==> config.mk <==
export PLATFORM = sky130hd
export DESIGN_NAME = fetchFrontend
export DESIGN_NICKNAME = d
export VERILOG_FILES = /design/src/rtl/fetchPkg.sv /design/src/rtl/fetchIntf.sv /design/src/rtl/bimodalPredictor.sv /design/src/rtl/branchCheck.sv /design/src/rtl/fetchFrontend.sv /design/src/rtl/fetchPcGen.sv /design/src/rtl/fetchQueue.sv /design/src/rtl/nextLinePredictor.sv /design/src/rtl/predecoder.sv
export SDC_FILE = /design/constraint.sdc
export NUM_CORES = 2
export LEC_CHECK = 0
export BUFFER_PORTS_ARGS = -buffer_cell sky130_fd_sc_hd__buf_2
export CAP_MARGIN = 20
export CORE_MARGIN = 1.5
export CORE_UTILIZATION = 40
export DETAILED_ROUTE_END_ITERATION = 12
export GPL_TIMING_DRIVEN = 0
export PLACE_DENSITY = 0.59
export SKIP_CTS_REPAIR_TIMING = 1
export SYNTH_ARGS = -nofsm -noshare
export SYNTH_HDL_FRONTEND = slang
export SYNTH_HIERARCHICAL = 1
export SYNTH_SLANG_ARGS = --single-unit
==> constraint.sdc <==
create_clock -name clk -period 29.4 [get_ports clk]
set_input_delay 4.41 -clock clk [delete_from_list [all_inputs] [get_ports clk]]
set_output_delay 4.41 -clock clk [all_outputs]
set_load 0.02 [all_outputs]
==> src/rtl/fetchPkg.sv <==
package fetchPkg;

    localparam int              ADDR_WIDTH         = 32;
    localparam logic [31:0]     RESET_PC           = 32'h0000_0000;
    localparam int              QUEUE_DEPTH        = 4;
    localparam int              QUEUE_PTR_BITS     = $clog2(QUEUE_DEPTH);
    localparam int              NLP_ENTRIES        = 16;
    localparam int              NLP_INDEX_BITS     = $clog2(NLP_ENTRIES);
    localparam int              BHT_ENTRIES        = 64;
    localparam int              BHT_INDEX_BITS     = $clog2(BHT_ENTRIES);
    localparam logic [1:0]      BIM_WEAK_TAKEN     = 2'b10;
    localparam logic [1:0]      BIM_WEAK_NOT_TAKEN = 2'b01;

    localparam logic [5:0]      OP_SPECIAL = 6'h00;
    localparam logic [5:0]      OP_J       = 6'h02;
    localparam logic [5:0]      OP_JAL     = 6'h03;
    localparam logic [5:0]      OP_BEQ     = 6'h04;
    localparam logic [5:0]      OP_BNE     = 6'h05;
    localparam logic [5:0]      OP_BLEZ    = 6'h06;
    localparam logic [5:0]      OP_BGTZ    = 6'h07;
    localparam logic [5:0]      FN_JR      = 6'h08;
    localparam logic [5:0]      FN_JALR    = 6'h09;

    typedef struct packed {
        logic [5:0]  opcode;
        logic [4:0]  rs;
        logic [4:0]  rt;
        logic [4:0]  rd;
        logic [4:0]  shamt;
        logic [5:0]  funct;
    } RFields;

    typedef struct packed {
        logic [5:0]  opcode;
        logic [4:0]  rs;
        logic [4:0]  rt;
        logic [15:0] imm16;
    } IFields;

    typedef struct packed {
        logic [5:0]  opcode;
        logic [25:0] index26;
    } JFields;

    typedef union packed {
        RFields rFields;
        IFields iFields;
        JFields jFields;
    } InstWord;

    typedef struct packed {
        logic                  valid;
        logic                  taken;
        logic [ADDR_WIDTH-1:0] target;
        logic [1:0]            bimState;
    } NlpInfo;

    typedef struct packed {
        logic valid;
        logic taken;
    } BpdInfo;

    typedef struct packed {
        logic [ADDR_WIDTH-1:0] pc;
        InstWord               inst;
        logic                  valid;
        NlpInfo                nlpInfo;
    } SlotInfo;

    typedef struct packed {
        logic                  valid;
        logic [ADDR_WIDTH-1:0] pc;
        logic [ADDR_WIDTH-1:0] target;
        logic [1:0]            bimState;
        logic                  shouldTake;
    } NlpUpdate;

    // saturating 2-bit counter step
    function automatic logic [1:0] bimStep(input logic [1:0] state, input logic taken);
        if (taken) begin
            return (state == 2'b11) ? state : state + 2'b01;
        end
        return (state == 2'b00) ? state : state - 2'b01;
    endfunction

endpackage

==> src/rtl/fetchIntf.sv <==
`timescale 1ns/1ps

interface FetchBundleIntf import fetchPkg::*; ();
    logic    valid;
    logic    ready;
    SlotInfo slot0;
    SlotInfo slot1;

    modport producer (
        output valid,
        output slot0,
        output slot1,
        input  ready
    );

    modport consumer (
        input  valid,
        input  slot0,
        input  slot1,
        output ready
    );
endinterface

interface RedirectIntf import fetchPkg::*; ();
    logic                  redirect;
    logic [ADDR_WIDTH-1:0] redirectPc;

    modport source (output redirect, output redirectPc);
    modport sink   (input  redirect, input  redirectPc);
endinterface

interface NlpUpdateIntf import fetchPkg::*; ();
    NlpUpdate update;

    modport writer   (output update);
    modport nlpTable (input  update);
endinterface

==> src/rtl/bimodalPredictor.sv <==
`timescale 1ns/1ps

module bimodalPredictor import fetchPkg::*; (
    input  logic                  clk,
    input  logic                  reset,
    input  logic [ADDR_WIDTH-1:0] pc0,
    input  logic [ADDR_WIDTH-1:0] pc1,
    input  logic                  isBr0,
    input  logic                  isBr1,
    output BpdInfo                bpd0,
    output BpdInfo                bpd1,
    input  logic                  resolveValid,
    input  logic [ADDR_WIDTH-1:0] resolvePc,
    input  logic                  resolveTaken
);
    logic [1:0]                counters [BHT_ENTRIES];
    logic [BHT_INDEX_BITS-1:0] idx0;
    logic [BHT_INDEX_BITS-1:0] idx1;
    logic [BHT_INDEX_BITS-1:0] resolveIdx;

    assign idx0       = pc0[2 +: BHT_INDEX_BITS];          // word address
    assign idx1       = pc1[2 +: BHT_INDEX_BITS];
    assign resolveIdx = resolvePc[2 +: BHT_INDEX_BITS];

    assign bpd0.valid = isBr0;
    assign bpd0.taken = isBr0 && (counters[idx0] >= BIM_WEAK_TAKEN);
    assign bpd1.valid = isBr1;
    assign bpd1.taken = isBr1 && (counters[idx1] >= BIM_WEAK_TAKEN);

    always_ff @(posedge clk) begin
        if (reset) begin
            for (int i = 0; i < BHT_ENTRIES; i++) begin
                counters[i] <= BIM_WEAK_NOT_TAKEN;
            end
        end else if (resolveValid) begin
            counters[resolveIdx] <= bimStep(counters[resolveIdx], resolveTaken);
        end
    end

endmodule

==> src/rtl/branchCheck.sv <==
`timescale 1ns/1ps

module branchCheck import fetchPkg::*; (
    FetchBundleIntf.consumer      bundleIn,
    output logic [ADDR_WIDTH-1:0] pc0,
    output logic [ADDR_WIDTH-1:0] pc1,
    output logic                  isBr0,
    output logic                  isBr1,
    input  BpdInfo                bpd0,
    input  BpdInfo                bpd1,
    RedirectIntf.source           redirectOut,
    NlpUpdateIntf.writer          nlpOut,
    output logic                  outValid,
    input  logic                  outReady,
    output logic [ADDR_WIDTH-1:0] outPc0,
    output logic [31:0]           outInst0,
    output logic                  outSlotValid0,
    output logic [ADDR_WIDTH-1:0] outPc1,
    output logic [31:0]           outInst1,
    output logic                  outSlotValid1,
    output logic                  outPredTaken,
    output logic [ADDR_WIDTH-1:0] outPredTarget
);
    SlotInfo               slot0;
    SlotInfo               slot1;
    logic                  isJ0;
    logic                  isJ1;
    logic                  isJr0;
    logic                  isJr1;
    logic [ADDR_WIDTH-1:0] staticTarget0;
    logic [ADDR_WIDTH-1:0] staticTarget1;
    logic                  predTaken0;
    logic                  predTaken1;
    logic [ADDR_WIDTH-1:0] predAddr0;
    logic [ADDR_WIDTH-1:0] predAddr1;
    logic                  nlpTaken0;
    logic                  nlpTaken1;
    logic                  transfer;

    function automatic logic decideTaken(input logic valid, input logic isJ, input logic isBr,
                                         input BpdInfo bpd, input NlpInfo nlp);
        if (!valid)     return 1'b0;
        if (isJ)        return 1'b1;
        if (!isBr)      return 1'b0;
        if (bpd.valid)  return bpd.taken;
        if (nlp.valid)  return nlp.taken;
        return 1'b0;                                       // both miss
    endfunction

    function automatic NlpUpdate makeUpdate(input SlotInfo slot, input logic [ADDR_WIDTH-1:0] target,
                                            input logic shouldTake, input logic doWrite);
        NlpUpdate upd;
        upd.valid      = doWrite;
        upd.pc         = slot.pc;
        upd.target     = target;
        upd.bimState   = slot.nlpInfo.valid ? slot.nlpInfo.bimState : BIM_WEAK_TAKEN;
        upd.shouldTake = shouldTake;
        return upd;
    endfunction

    assign slot0 = bundleIn.slot0;
    assign slot1 = bundleIn.slot1;
    assign pc0   = slot0.pc;
    assign pc1   = slot1.pc;

    predecoder preDec0 (
        .pc     (slot0.pc),
        .inst   (slot0.inst),
        .valid  (slot0.valid),
        .isJ    (isJ0),
        .isJr   (isJr0),
        .isBr   (isBr0),
        .target (staticTarget0)
    );

    predecoder preDec1 (
        .pc     (slot1.pc),
        .inst   (slot1.inst),
        .valid  (slot1.valid),
        .isJ    (isJ1),
        .isJr   (isJr1),
        .isBr   (isBr1),
        .target (staticTarget1)
    );

    // a JR is only followed when the NLP knows where it goes
    assign predTaken0 = decideTaken(slot0.valid, isJ0, isBr0, bpd0, slot0.nlpInfo)
                        && !(isJr0 && !slot0.nlpInfo.valid);
    assign predTaken1 = decideTaken(slot1.valid, isJ1, isBr1, bpd1, slot1.nlpInfo)
                        && !(isJr1 && !slot1.nlpInfo.valid);
    assign predAddr0  = isJr0 ? slot0.nlpInfo.target : staticTarget0;
    assign predAddr1  = isJr1 ? slot1.nlpInfo.target : staticTarget1;
    assign nlpTaken0  = slot0.valid && slot0.nlpInfo.valid && slot0.nlpInfo.taken;
    assign nlpTaken1  = slot1.valid && slot1.nlpInfo.valid && slot1.nlpInfo.taken;

    assign transfer        = bundleIn.valid && outReady;
    assign bundleIn.ready  = outReady;

    always_comb begin
        redirectOut.redirect   = 1'b0;
        redirectOut.redirectPc = slot0.pc + 4;
        if (predTaken0 != nlpTaken0) begin
            redirectOut.redirect   = transfer;
            redirectOut.redirectPc = predTaken0 ? predAddr0 : slot0.pc + 4;
        end else if (!predTaken0 && (predTaken1 != nlpTaken1)) begin
            redirectOut.redirect   = transfer;
            redirectOut.redirectPc = predTaken1 ? predAddr1 : slot1.pc + 4;
        end
    end

    always_comb begin
        if (bpd0.valid || (isJ0 && (!isJr0 || slot0.nlpInfo.valid))) begin
            nlpOut.update = makeUpdate(slot0, predAddr0, predTaken0, transfer);
        end else if (bpd1.valid || (isJ1 && (!isJr1 || slot1.nlpInfo.valid))) begin
            nlpOut.update = makeUpdate(slot1, predAddr1, predTaken1, transfer);
        end else begin
            nlpOut.update = makeUpdate(slot0, predAddr0, predTaken0, 1'b0);
        end
    end

    assign outValid      = bundleIn.valid;
    assign outPc0        = slot0.pc;
    assign outInst0      = slot0.inst;
    assign outSlotValid0 = slot0.valid;
    assign outPc1        = slot1.pc;
    assign outInst1      = slot1.inst;
    assign outSlotValid1 = slot1.valid && !predTaken0;      // killed behind a taken slot 0
    assign outPredTaken  = predTaken0 || predTaken1;
    assign outPredTarget = predTaken0 ? predAddr0 :
                           predTaken1 ? predAddr1 : slot1.pc + 4;

endmodule

==> src/rtl/fetchFrontend.sv <==
`timescale 1ns/1ps

module fetchFrontend import fetchPkg::*; (
    input  logic                  clk,
    input  logic                  reset,
    output logic [ADDR_WIDTH-1:0] imemAddr,
    input  logic [63:0]           imemData,
    input  logic                  resolveValid,
    input  logic [ADDR_WIDTH-1:0] resolvePc,
    input  logic                  resolveTaken,
    output logic                  outValid,
    input  logic                  outReady,
    output logic [ADDR_WIDTH-1:0] outPc0,
    output logic [31:0]           outInst0,
    output logic                  outSlotValid0,
    output logic [ADDR_WIDTH-1:0] outPc1,
    output logic [31:0]           outInst1,
    output logic                  outSlotValid1,
    output logic                  outPredTaken,
    output logic [ADDR_WIDTH-1:0] outPredTarget
);
    FetchBundleIntf fetchToQueue ();
    FetchBundleIntf queueToCheck ();
    RedirectIntf    redirectBus ();
    NlpUpdateIntf   nlpUpdateBus ();

    logic [ADDR_WIDTH-1:0] nlpPc;
    NlpInfo                nlpInfo0;
    NlpInfo                nlpInfo1;
    logic [ADDR_WIDTH-1:0] bpdPc0;
    logic [ADDR_WIDTH-1:0] bpdPc1;
    logic                  bpdIsBr0;
    logic                  bpdIsBr1;
    BpdInfo                bpd0;
    BpdInfo                bpd1;

    fetchPcGen fetchPcGen_i (
        .clk        (clk),
        .reset      (reset),
        .imemAddr   (imemAddr),
        .imemData   (imemData),
        .nlpPc      (nlpPc),
        .nlpInfo0   (nlpInfo0),
        .nlpInfo1   (nlpInfo1),
        .fetchOut   (fetchToQueue.producer),
        .redirectIn (redirectBus.sink)
    );

    nextLinePredictor nextLinePredictor_i (
        .clk      (clk),
        .reset    (reset),
        .lookupPc (nlpPc),
        .info0    (nlpInfo0),
        .info1    (nlpInfo1),
        .updateIn (nlpUpdateBus.nlpTable)
    );

    fetchQueue fetchQueue_i (
        .clk      (clk),
        .reset    (reset),
        .pushSide (fetchToQueue.consumer),
        .popSide  (queueToCheck.producer),
        .flushIn  (redirectBus.sink)
    );

    branchCheck branchCheck_i (
        .bundleIn      (queueToCheck.consumer),
        .pc0           (bpdPc0),
        .pc1           (bpdPc1),
        .isBr0         (bpdIsBr0),
        .isBr1         (bpdIsBr1),
        .bpd0          (bpd0),
        .bpd1          (bpd1),
        .redirectOut   (redirectBus.source),
        .nlpOut        (nlpUpdateBus.writer),
        .outValid      (outValid),
        .outReady      (outReady),
        .outPc0        (outPc0),
        .outInst0      (outInst0),
        .outSlotValid0 (outSlotValid0),
        .outPc1        (outPc1),
        .outInst1      (outInst1),
        .outSlotValid1 (outSlotValid1),
        .outPredTaken  (outPredTaken),
        .outPredTarget (outPredTarget)
    );

    bimodalPredictor bimodalPredictor_i (
        .clk          (clk),
        .reset        (reset),
        .pc0          (bpdPc0),
        .pc1          (bpdPc1),
        .isBr0        (bpdIsBr0),
        .isBr1        (bpdIsBr1),
        .bpd0         (bpd0),
        .bpd1         (bpd1),
        .resolveValid (resolveValid),
        .resolvePc    (resolvePc),
        .resolveTaken (resolveTaken)
    );

endmodule

==> src/rtl/fetchPcGen.sv <==
`timescale 1ns/1ps

module fetchPcGen import fetchPkg::*; (
    input  logic                  clk,
    input  logic                  reset,
    output logic [ADDR_WIDTH-1:0] imemAddr,
    input  logic [63:0]           imemData,
    output logic [ADDR_WIDTH-1:0] nlpPc,
    input  NlpInfo                nlpInfo0,
    input  NlpInfo                nlpInfo1,
    FetchBundleIntf.producer      fetchOut,
    RedirectIntf.sink             redirectIn
);
    logic [ADDR_WIDTH-1:0] fetchPc;
    logic [ADDR_WIDTH-1:0] alignedPc;
    logic [ADDR_WIDTH-1:0] nextPc;
    logic                  slotValid0;
    logic                  push;

    assign alignedPc  = {fetchPc[ADDR_WIDTH-1:3], 3'b000};
    assign imemAddr   = alignedPc;
    assign nlpPc      = alignedPc;
    assign slotValid0 = !fetchPc[2];                       // entered at the upper word
    assign push       = fetchOut.valid && fetchOut.ready;

    always_comb begin
        fetchOut.valid               = 1'b1;
        fetchOut.slot0.pc            = alignedPc;
        fetchOut.slot0.inst          = imemData[31:0];
        fetchOut.slot0.valid         = slotValid0;
        fetchOut.slot0.nlpInfo       = nlpInfo0;
        fetchOut.slot0.nlpInfo.valid = nlpInfo0.valid && slotValid0;
        fetchOut.slot1.pc            = alignedPc + 4;
        fetchOut.slot1.inst          = imemData[63:32];
        fetchOut.slot1.valid         = 1'b1;
        fetchOut.slot1.nlpInfo       = nlpInfo1;
    end

    always_comb begin
        if (slotValid0 && nlpInfo0.valid && nlpInfo0.taken) begin
            nextPc = nlpInfo0.target;
        end else if (nlpInfo1.valid && nlpInfo1.taken) begin
            nextPc = nlpInfo1.target;
        end else begin
            nextPc = alignedPc + 8;                        // sequential bundle
        end
    end

    always_ff @(posedge clk) begin
        if (reset) begin
            fetchPc <= RESET_PC;
        end else if (redirectIn.redirect) begin
            fetchPc <= redirectIn.redirectPc;
        end else if (push) begin
            fetchPc <= nextPc;
        end
    end

endmodule

==> src/rtl/fetchQueue.sv <==
`timescale 1ns/1ps

module fetchQueue import fetchPkg::*; (
    input  logic             clk,
    input  logic             reset,
    FetchBundleIntf.consumer pushSide,
    FetchBundleIntf.producer popSide,
    RedirectIntf.sink        flushIn
);
    SlotInfo                   slot0Mem [QUEUE_DEPTH];
    SlotInfo                   slot1Mem [QUEUE_DEPTH];
    logic [QUEUE_PTR_BITS-1:0] wrPtr;
    logic [QUEUE_PTR_BITS-1:0] rdPtr;
    logic [QUEUE_PTR_BITS:0]   count;
    logic                      push;
    logic                      pop;

    assign pushSide.ready = (count != QUEUE_DEPTH[QUEUE_PTR_BITS:0]);
    assign popSide.valid  = (count != '0);
    assign popSide.slot0  = slot0Mem[rdPtr];
    assign popSide.slot1  = slot1Mem[rdPtr];

    assign push = pushSide.valid && pushSide.ready;
    assign pop  = popSide.valid && popSide.ready;

    always_ff @(posedge clk) begin
        if (reset || flushIn.redirect) begin               // flush drops a same-cycle push
            wrPtr <= '0;
            rdPtr <= '0;
            count <= '0;
        end else begin
            if (push) begin
                wrPtr <= wrPtr + 1'b1;
            end
            if (pop) begin
                rdPtr <= rdPtr + 1'b1;
            end
            case ({push, pop})
                2'b10:   count <= count + 1'b1;
                2'b01:   count <= count - 1'b1;
                default: count <= count;
            endcase
        end
    end

    always_ff @(posedge clk) begin
        if (push && !flushIn.redirect) begin
            slot0Mem[wrPtr] <= pushSide.slot0;
            slot1Mem[wrPtr] <= pushSide.slot1;
        end
    end

endmodule

==> src/rtl/nextLinePredictor.sv <==
`timescale 1ns/1ps

module nextLinePredictor import fetchPkg::*; (
    input  logic                  clk,
    input  logic                  reset,
    input  logic [ADDR_WIDTH-1:0] lookupPc,
    output NlpInfo                info0,
    output NlpInfo                info1,
    NlpUpdateIntf.nlpTable        updateIn
);
    logic [ADDR_WIDTH-1:0]     tagPc    [NLP_ENTRIES];
    logic [ADDR_WIDTH-1:0]     targetPc [NLP_ENTRIES];
    logic [1:0]                bimState [NLP_ENTRIES];
    logic [NLP_ENTRIES-1:0]    entryValid;
    logic [NLP_INDEX_BITS-1:0] rdIdx;
    logic [NLP_INDEX_BITS-1:0] wrIdx;
    logic                      entryTaken;

    assign rdIdx      = lookupPc[3 +: NLP_INDEX_BITS];     // one entry per bundle
    assign wrIdx      = updateIn.update.pc[3 +: NLP_INDEX_BITS];
    assign entryTaken = bimState[rdIdx] >= BIM_WEAK_TAKEN;

    always_comb begin
        info0.valid    = entryValid[rdIdx] && (tagPc[rdIdx] == lookupPc);
        info0.taken    = entryTaken;
        info0.target   = targetPc[rdIdx];
        info0.bimState = bimState[rdIdx];

        info1.valid    = entryValid[rdIdx] && (tagPc[rdIdx] == lookupPc + 4);
        info1.taken    = entryTaken;
        info1.target   = targetPc[rdIdx];
        info1.bimState = bimState[rdIdx];
    end

    always_ff @(posedge clk) begin
        if (reset) begin
            entryValid <= '0;
        end else if (updateIn.update.valid) begin
            entryValid[wrIdx] <= 1'b1;
        end
    end

    always_ff @(posedge clk) begin
        if (updateIn.update.valid) begin
            tagPc[wrIdx]    <= updateIn.update.pc;
            targetPc[wrIdx] <= updateIn.update.target;
            bimState[wrIdx] <= bimStep(updateIn.update.bimState, updateIn.update.shouldTake);
        end
    end

endmodule

==> src/rtl/predecoder.sv <==
`timescale 1ns/1ps

module predecoder import fetchPkg::*; (
    input  logic [ADDR_WIDTH-1:0] pc,
    input  InstWord               inst,
    input  logic                  valid,
    output logic                  isJ,
    output logic                  isJr,
    output logic                  isBr,
    output logic [ADDR_WIDTH-1:0] target
);
    logic [ADDR_WIDTH-1:0] pcPlus4;
    logic [ADDR_WIDTH-1:0] brOffset;

    assign pcPlus4  = pc + 4;
    assign brOffset = {{(ADDR_WIDTH-18){inst.iFields.imm16[15]}}, inst.iFields.imm16, 2'b00};

    always_comb begin
        isJ    = 1'b0;
        isJr   = 1'b0;
        isBr   = 1'b0;
        target = pcPlus4 + brOffset;
        case (inst.jFields.opcode)
            OP_J, OP_JAL: begin
                isJ    = valid;
                target = {pcPlus4[ADDR_WIDTH-1:28], inst.jFields.index26, 2'b00};
            end
            OP_SPECIAL: begin
                if (inst.rFields.funct == FN_JR || inst.rFields.funct == FN_JALR) begin
                    isJ  = valid;
                    isJr = valid;                          // target only known to the NLP
                end
            end
            OP_BEQ, OP_BNE, OP_BLEZ, OP_BGTZ: isBr = valid;
            default: isBr = 1'b0;
        endcase
    end

endmodule

; ---- Yosys cells after proc, flatten, opt, wreduce, memory -nomap -nowiden
; Memories as Yosys holds them, arrays and structs flattened. A register that Yosys moved wholly into a read port is not among the register bits.
; Index checks and enable logic that the tools add are counted.
[totals]
ram_bits = 1976
input_bits = 101
ff_bits = 55
mem_count = 6
[classes]
eq_ne = 25
n_lt_le_gt_ge = 6
n_reduce_logical = 51
bitwise_logic = 1
add_sub_neg = 14
mux = 118
[mem_list]
columns = name, words, word_bits, rd, rd_clocked_by_memory_dff, wr, line
row1 = nextLinePredictor_i.tagPc, 16, 32, 1, 1, 1, nextLinePredictor.sv:11  ; logic [ADDR_WIDTH-1:0] tagPc [NLP_ENTRIES];
row2 = nextLinePredictor_i.targetPc, 16, 32, 1, 1, 1, nextLinePredictor.sv:12  ; logic [ADDR_WIDTH-1:0] targetPc [NLP_ENTRIES];
row3 = fetchQueue_i.slot1Mem, 4, 100, 1, 1, 1, fetchQueue.sv:11  ; SlotInfo slot1Mem [QUEUE_DEPTH];
row4 = fetchQueue_i.slot0Mem, 4, 98, 1, 1, 1, fetchQueue.sv:10  ; SlotInfo slot0Mem [QUEUE_DEPTH];
row5 = bimodalPredictor_i.counters, 64, 2, 3, 0, 64, bimodalPredictor.sv:16  ; logic [1:0] counters [BHT_ENTRIES];
row6 = nextLinePredictor_i.bimState, 16, 2, 1, 1, 1, nextLinePredictor.sv:13  ; logic [1:0] bimState [NLP_ENTRIES];
[op_table]
columns = cell, count
row1 = $mux W32, 13
row2 = $mux W68, 2
row3 = $add A32 B3 Y32 const B, 3
row4 = $mux W1, 73
row5 = $add A32 B32 Y32, 2
row6 = $eq A32 B32 Y1, 2
row7 = $eq A6 B3 Y1 const B, 8
row8 = $mux W2, 18
row9 = $add A32 B4 Y32 const B, 1
row10 = $eq A6 B2 Y1 const B, 4
row11 = $eq A6 B4 Y1 const B, 4
row12 = $mux W4, 6
row13 = $logic_and A1 B1 Y1, 20
row14 = $or A16 B16 Y16, 1
row15 = $logic_not A6 Y1, 2
row16 = $lt A4 B5 Y1 const B, 2
row17 = $logic_not A1 Y1, 9
row18 = $add A2 B1 Y2 const B, 4
row19 = $logic_or A1 B1 Y1, 8
row20 = $reduce_or A4 Y1, 2
row21 = $eq A2 B2 Y1 const B, 3
row22 = $ge A2 B2 Y1 const B, 3
row23 = $mux W6, 1
row24 = $pmux W3 S2, 1
row25 = 15 further kinds, 23

; ---- Longest topological paths before layout
[depth]
depth_word = 29
depth_mapped = 27
depth_no_buf = 24

; ---- Cells and area by module
; Netlist, hierarchy kept.
[modules_own_cells]
columns = module, cells_each, area_each_um2, instances
row1 = nextLinePredictor, 1915, 42268.0, 1
row2 = fetchQueue, 1108, 29817.3, 1
row3 = bimodalPredictor, 638, 7531.0, 1
row4 = branchCheck, 820, 5586.6, 1
row5 = fetchPcGen, 659, 4732.0, 1
row6 = predecoder (branchCheck_i.preDec1), 394, 2683.8, 1
row7 = predecoder (branchCheck_i.preDec0), 393, 2645.0, 1

; ---- Worst setup path after synthesis
; OpenSTA, ideal clock, no wires.
[synth_path]
path_kind = in2reg
from = in outReady
to = mem fetchQueue_i/slot0Mem[0][0] in the netlist's numbering (enable)
t_arrival_ns = 19.256
cell_stages = 3
required_time_ns = 28.347
n_path_buf = 0
slack_ns = 9.091
setup_ns = 1.053
path_cell_list = nand2_1 -> a21oi_1 -> nor3b_1
[synth_between]
elab_chain_len = 7
[synth_lines]
columns = item, line
row1 = "start, declared", fetchFrontend.sv:12  ; input logic outReady,
row2 = $logic_and A1 B1 Y1 (*), branchCheck.sv:96  ; assign transfer = bundleIn.valid && outReady;
row3 = $mux W1, branchCheck.sv:105  ; end else if (!predTaken0 && (predTaken1 != nlpTaken1)) begin
row4 = $mux W1 (*), branchCheck.sv:102  ; if (predTaken0 != nlpTaken0) begin
row5 = named net redirectBus.redirect, fetchIntf.sv:25  ; logic redirect;
row6 = $logic_not A1 Y1 (*), fetchQueue.sv:47  ; if (push && !flushIn.redirect) begin
row7 = $logic_and A1 B1 Y1 (*), fetchQueue.sv:47
row8 = $mux W1 (*), fetchQueue.sv:47
row9 = $mux W1 (not written as such) (*), fetchQueue.sv:48  ; slot0Mem[wrPtr] <= pushSide.slot0;
row10 = "end, declared", fetchQueue.sv:10
; The timed path passes the listed nets; every way through them passes the cells marked *.

==> run_results.csv <==
group,metric,value,unit
timing,post-route-period-util,0.464,
critical_path,reg2reg_depth,26,
floorplan,initial_core_util,0.403,
placed_design,globalplace.congestion,0.996,
global_route,first_global_vias,56711,
critical_path,cp_slowest_cell,"mux2i_1",
route,routed_wl,318000,um
clock_network,cts_tree,"done",
layout,multi_input_area,0.0286,sq mm
placed_design,placed_cells,9458,
clock_network,cts.clk_slew.worst_paths,60,ps
route,viasPerCell,5.95,
critical_path,worst-path-stages,17,
floorplan,die_h,490,um
power_and_ir_drop,power_leakage,36.8,nW
route,ant_nets,0,
min_path,whs_path_depth,2,
timing,rsz0062_at_grt,"no",
clock_network,cts_sinks,2047,
yosys,synth_area_per_cell,16.2,sq um
timing,setup_viol,0,
placed_design,port_buffers,202,
route,drtIter0Drc,7460,
status,outcome,"finished, final reports clean",
critical_path,critical_path_class,"reg -> out",
timing,tightest_slew,1180,ps
yosys,syn_inst,5871,
timing,drv_slew,0,
timing,hold_ws,466,ps
layout,areaGrowthSynthToFinish,16.1,%
min_path,hp-start,"nextLinePredictor_i/entryValid[10]",
layout,final_cells,9865,
critical_path,path_cells,"clkbuf_1, buf_2, mux4_2, buf_4, clkbuf_1, buf_2, mux4_2, mux4_2, mux4_2, and2_1, a21oi_1, a211oi_2, clkbuf_1, nand2_1, o21ai_1, mux2i_1, buf_2",
min_path,min_path_type,"reg -> reg",
critical_path,cp-end-kind,"primary output",
route,wl_per_cell,32.2,um
yosys,syn_area,0.0948,sq mm
critical_path,path_max_fanout,15,
clock_network,clk-insertion-delay-late,890,ps
power_and_ir_drop,ir_drop,0.0891,mV
global_route,grt_max_degree,24,
timing,layout_min_cycle_time,13650,ps
yosys,yosysWarnings,6,
floorplan,rows,178,
clock_network,ctsHtreeMaxLevel,4,
global_route,grt_usage,0.260,
critical_path,slowest_delay,940,ps
global_route,antenna_found_initial,11,
critical_path,timing.critical_path.max_delay_family,"multiplexers",
timing,fin_worst_skew,91.2,ps
critical_path,arrival,9240,ps
critical_path,worstPathRequired,24990,ps
flow_run,cap_violations,0,
floorplan,dieArea,0.240,sq mm
layout,regArea,0.0609,sq mm
timing,layout_setup_ws,15750,ps
route,drc,0,
critical_path,cp_common_cell,"mux4_2",
timing,slew_headroom,0.194,
route,route.vias.total,58705,
floorplan,ios,297,
critical_path,cp-start-kind,"register",
layout,fin_nets,6710,
placed_design,place_hpwl,232000,um
floorplan,coreArea,0.235,sq mm
power_and_ir_drop,powerDensity,121,mW/mm^2
timing,setup_tns,0,ps
global_route,gr-total-overflow,0,
layout,drive_gt1_frac,0.306,
route,drtPass1Iterations,6,
placed_design,place_ws,16740,ps
clock_network,cts_buffers,212,
power_and_ir_drop,p_total,0.0133,W
layout,n_fill_cell,20173,
clock_network,cts-root-buf,"clkbuf_16",
floorplan,die_w,490,um
global_route,grt_first_pass_wirelength,441000,um
clock_network,cts.path.max_buffers,3,
timing,max_freq,73.2,MHz
timing,hold_viol,0,
critical_path,path_buf_inv,7,
## metrics by stage
stage | area (sq um) | utilization
final | 110000 | 0.468
after global placement | 99800 | 0.424
after CTS | 110000 | 0.467
after detailed placement | 103000 | 0.438
after floorplan | 94900 | -
after global routing | 110000 | 0.468
## where the power goes
part	internal, W	switching, W
logic	0.00210	0.00420
registers	0.00418	0.000119
clock network	0.00151	0.00117
total	0.00779	0.00548
## flip-flops by register name, indices dropped and copies added, names as in the netlist, named ones only
signal	flops
bimodalPredictor_i/counters	128
fetchPcGen_i/fetchPc	30
fetchQueue_i/wrPtr	2
fetchQueue_i/count	3
nextLinePredictor_i/targetPc	512
fetchQueue_i/rdPtr	2
fetchQueue_i/slot1Mem	404
nextLinePredictor_i/entryValid	16
fetchQueue_i/slot0Mem	404
nextLinePredictor_i/tagPc	512
nextLinePredictor_i/bimState	32
## worst min-delay path, cell delays in order (launching register included)
cell,delay (ps)
dfxtp_1,320
nor2_1,40
nor2_1,70
## layer usage
metal,part of all wire,track usage,vias to the layer above
li1,-,-,24167
met1,0.41,0.364,30787
met2,0.45,0.399,3127
met3,0.091,0.0462,622
met4,0.047,0.110,2
met5,0.000025,0,-
## area by class of cell
cell class              instances  area share
plain buffers                 779      0.0489
clock buffers                 256      0.0501
flip-flops and latches       2047       0.553
diodes                          8    0.000182
clock inverters               138      0.0133
inverters                      58     0.00198
repair buffers                430      0.0370
multi-input cells            2999       0.260
well taps                    3150      0.0358
## cell usage in the layout (no fill, tap or decap), types with 28 or more instances in the layout
master	n
a21oi_1	153
and3_1	56
buf_12	54
buf_2	309
buf_4	481
buf_6	173
clkbuf_1	172
clkbuf_16	214
clkinv_1	51
clkinv_2	37
dfxtp_1	55
edfxtp_1	1992
ha_1	79
inv_1	56
mux2i_1	197
mux4_2	538
nand2_1	365
nand2b_1	28
nand3_1	176
nand4_1	71
nor2_1	231
nor3_1	97
o21ai_0	138
o21ai_1	45
xnor2_1	120
xor2_1	91
## final timing paths
check | end | slack, ps
worst max register to register | fetchQueue_i/slot0Mem[1][45] | 19340
worst min register to register | nextLinePredictor_i/entryValid[10] | 470
worst min-delay path | nextLinePredictor_i/entryValid[10] | 470
worst max-delay path | outPredTarget[18] | 15750
No activity file was read; power rests on OpenSTA's default activity.
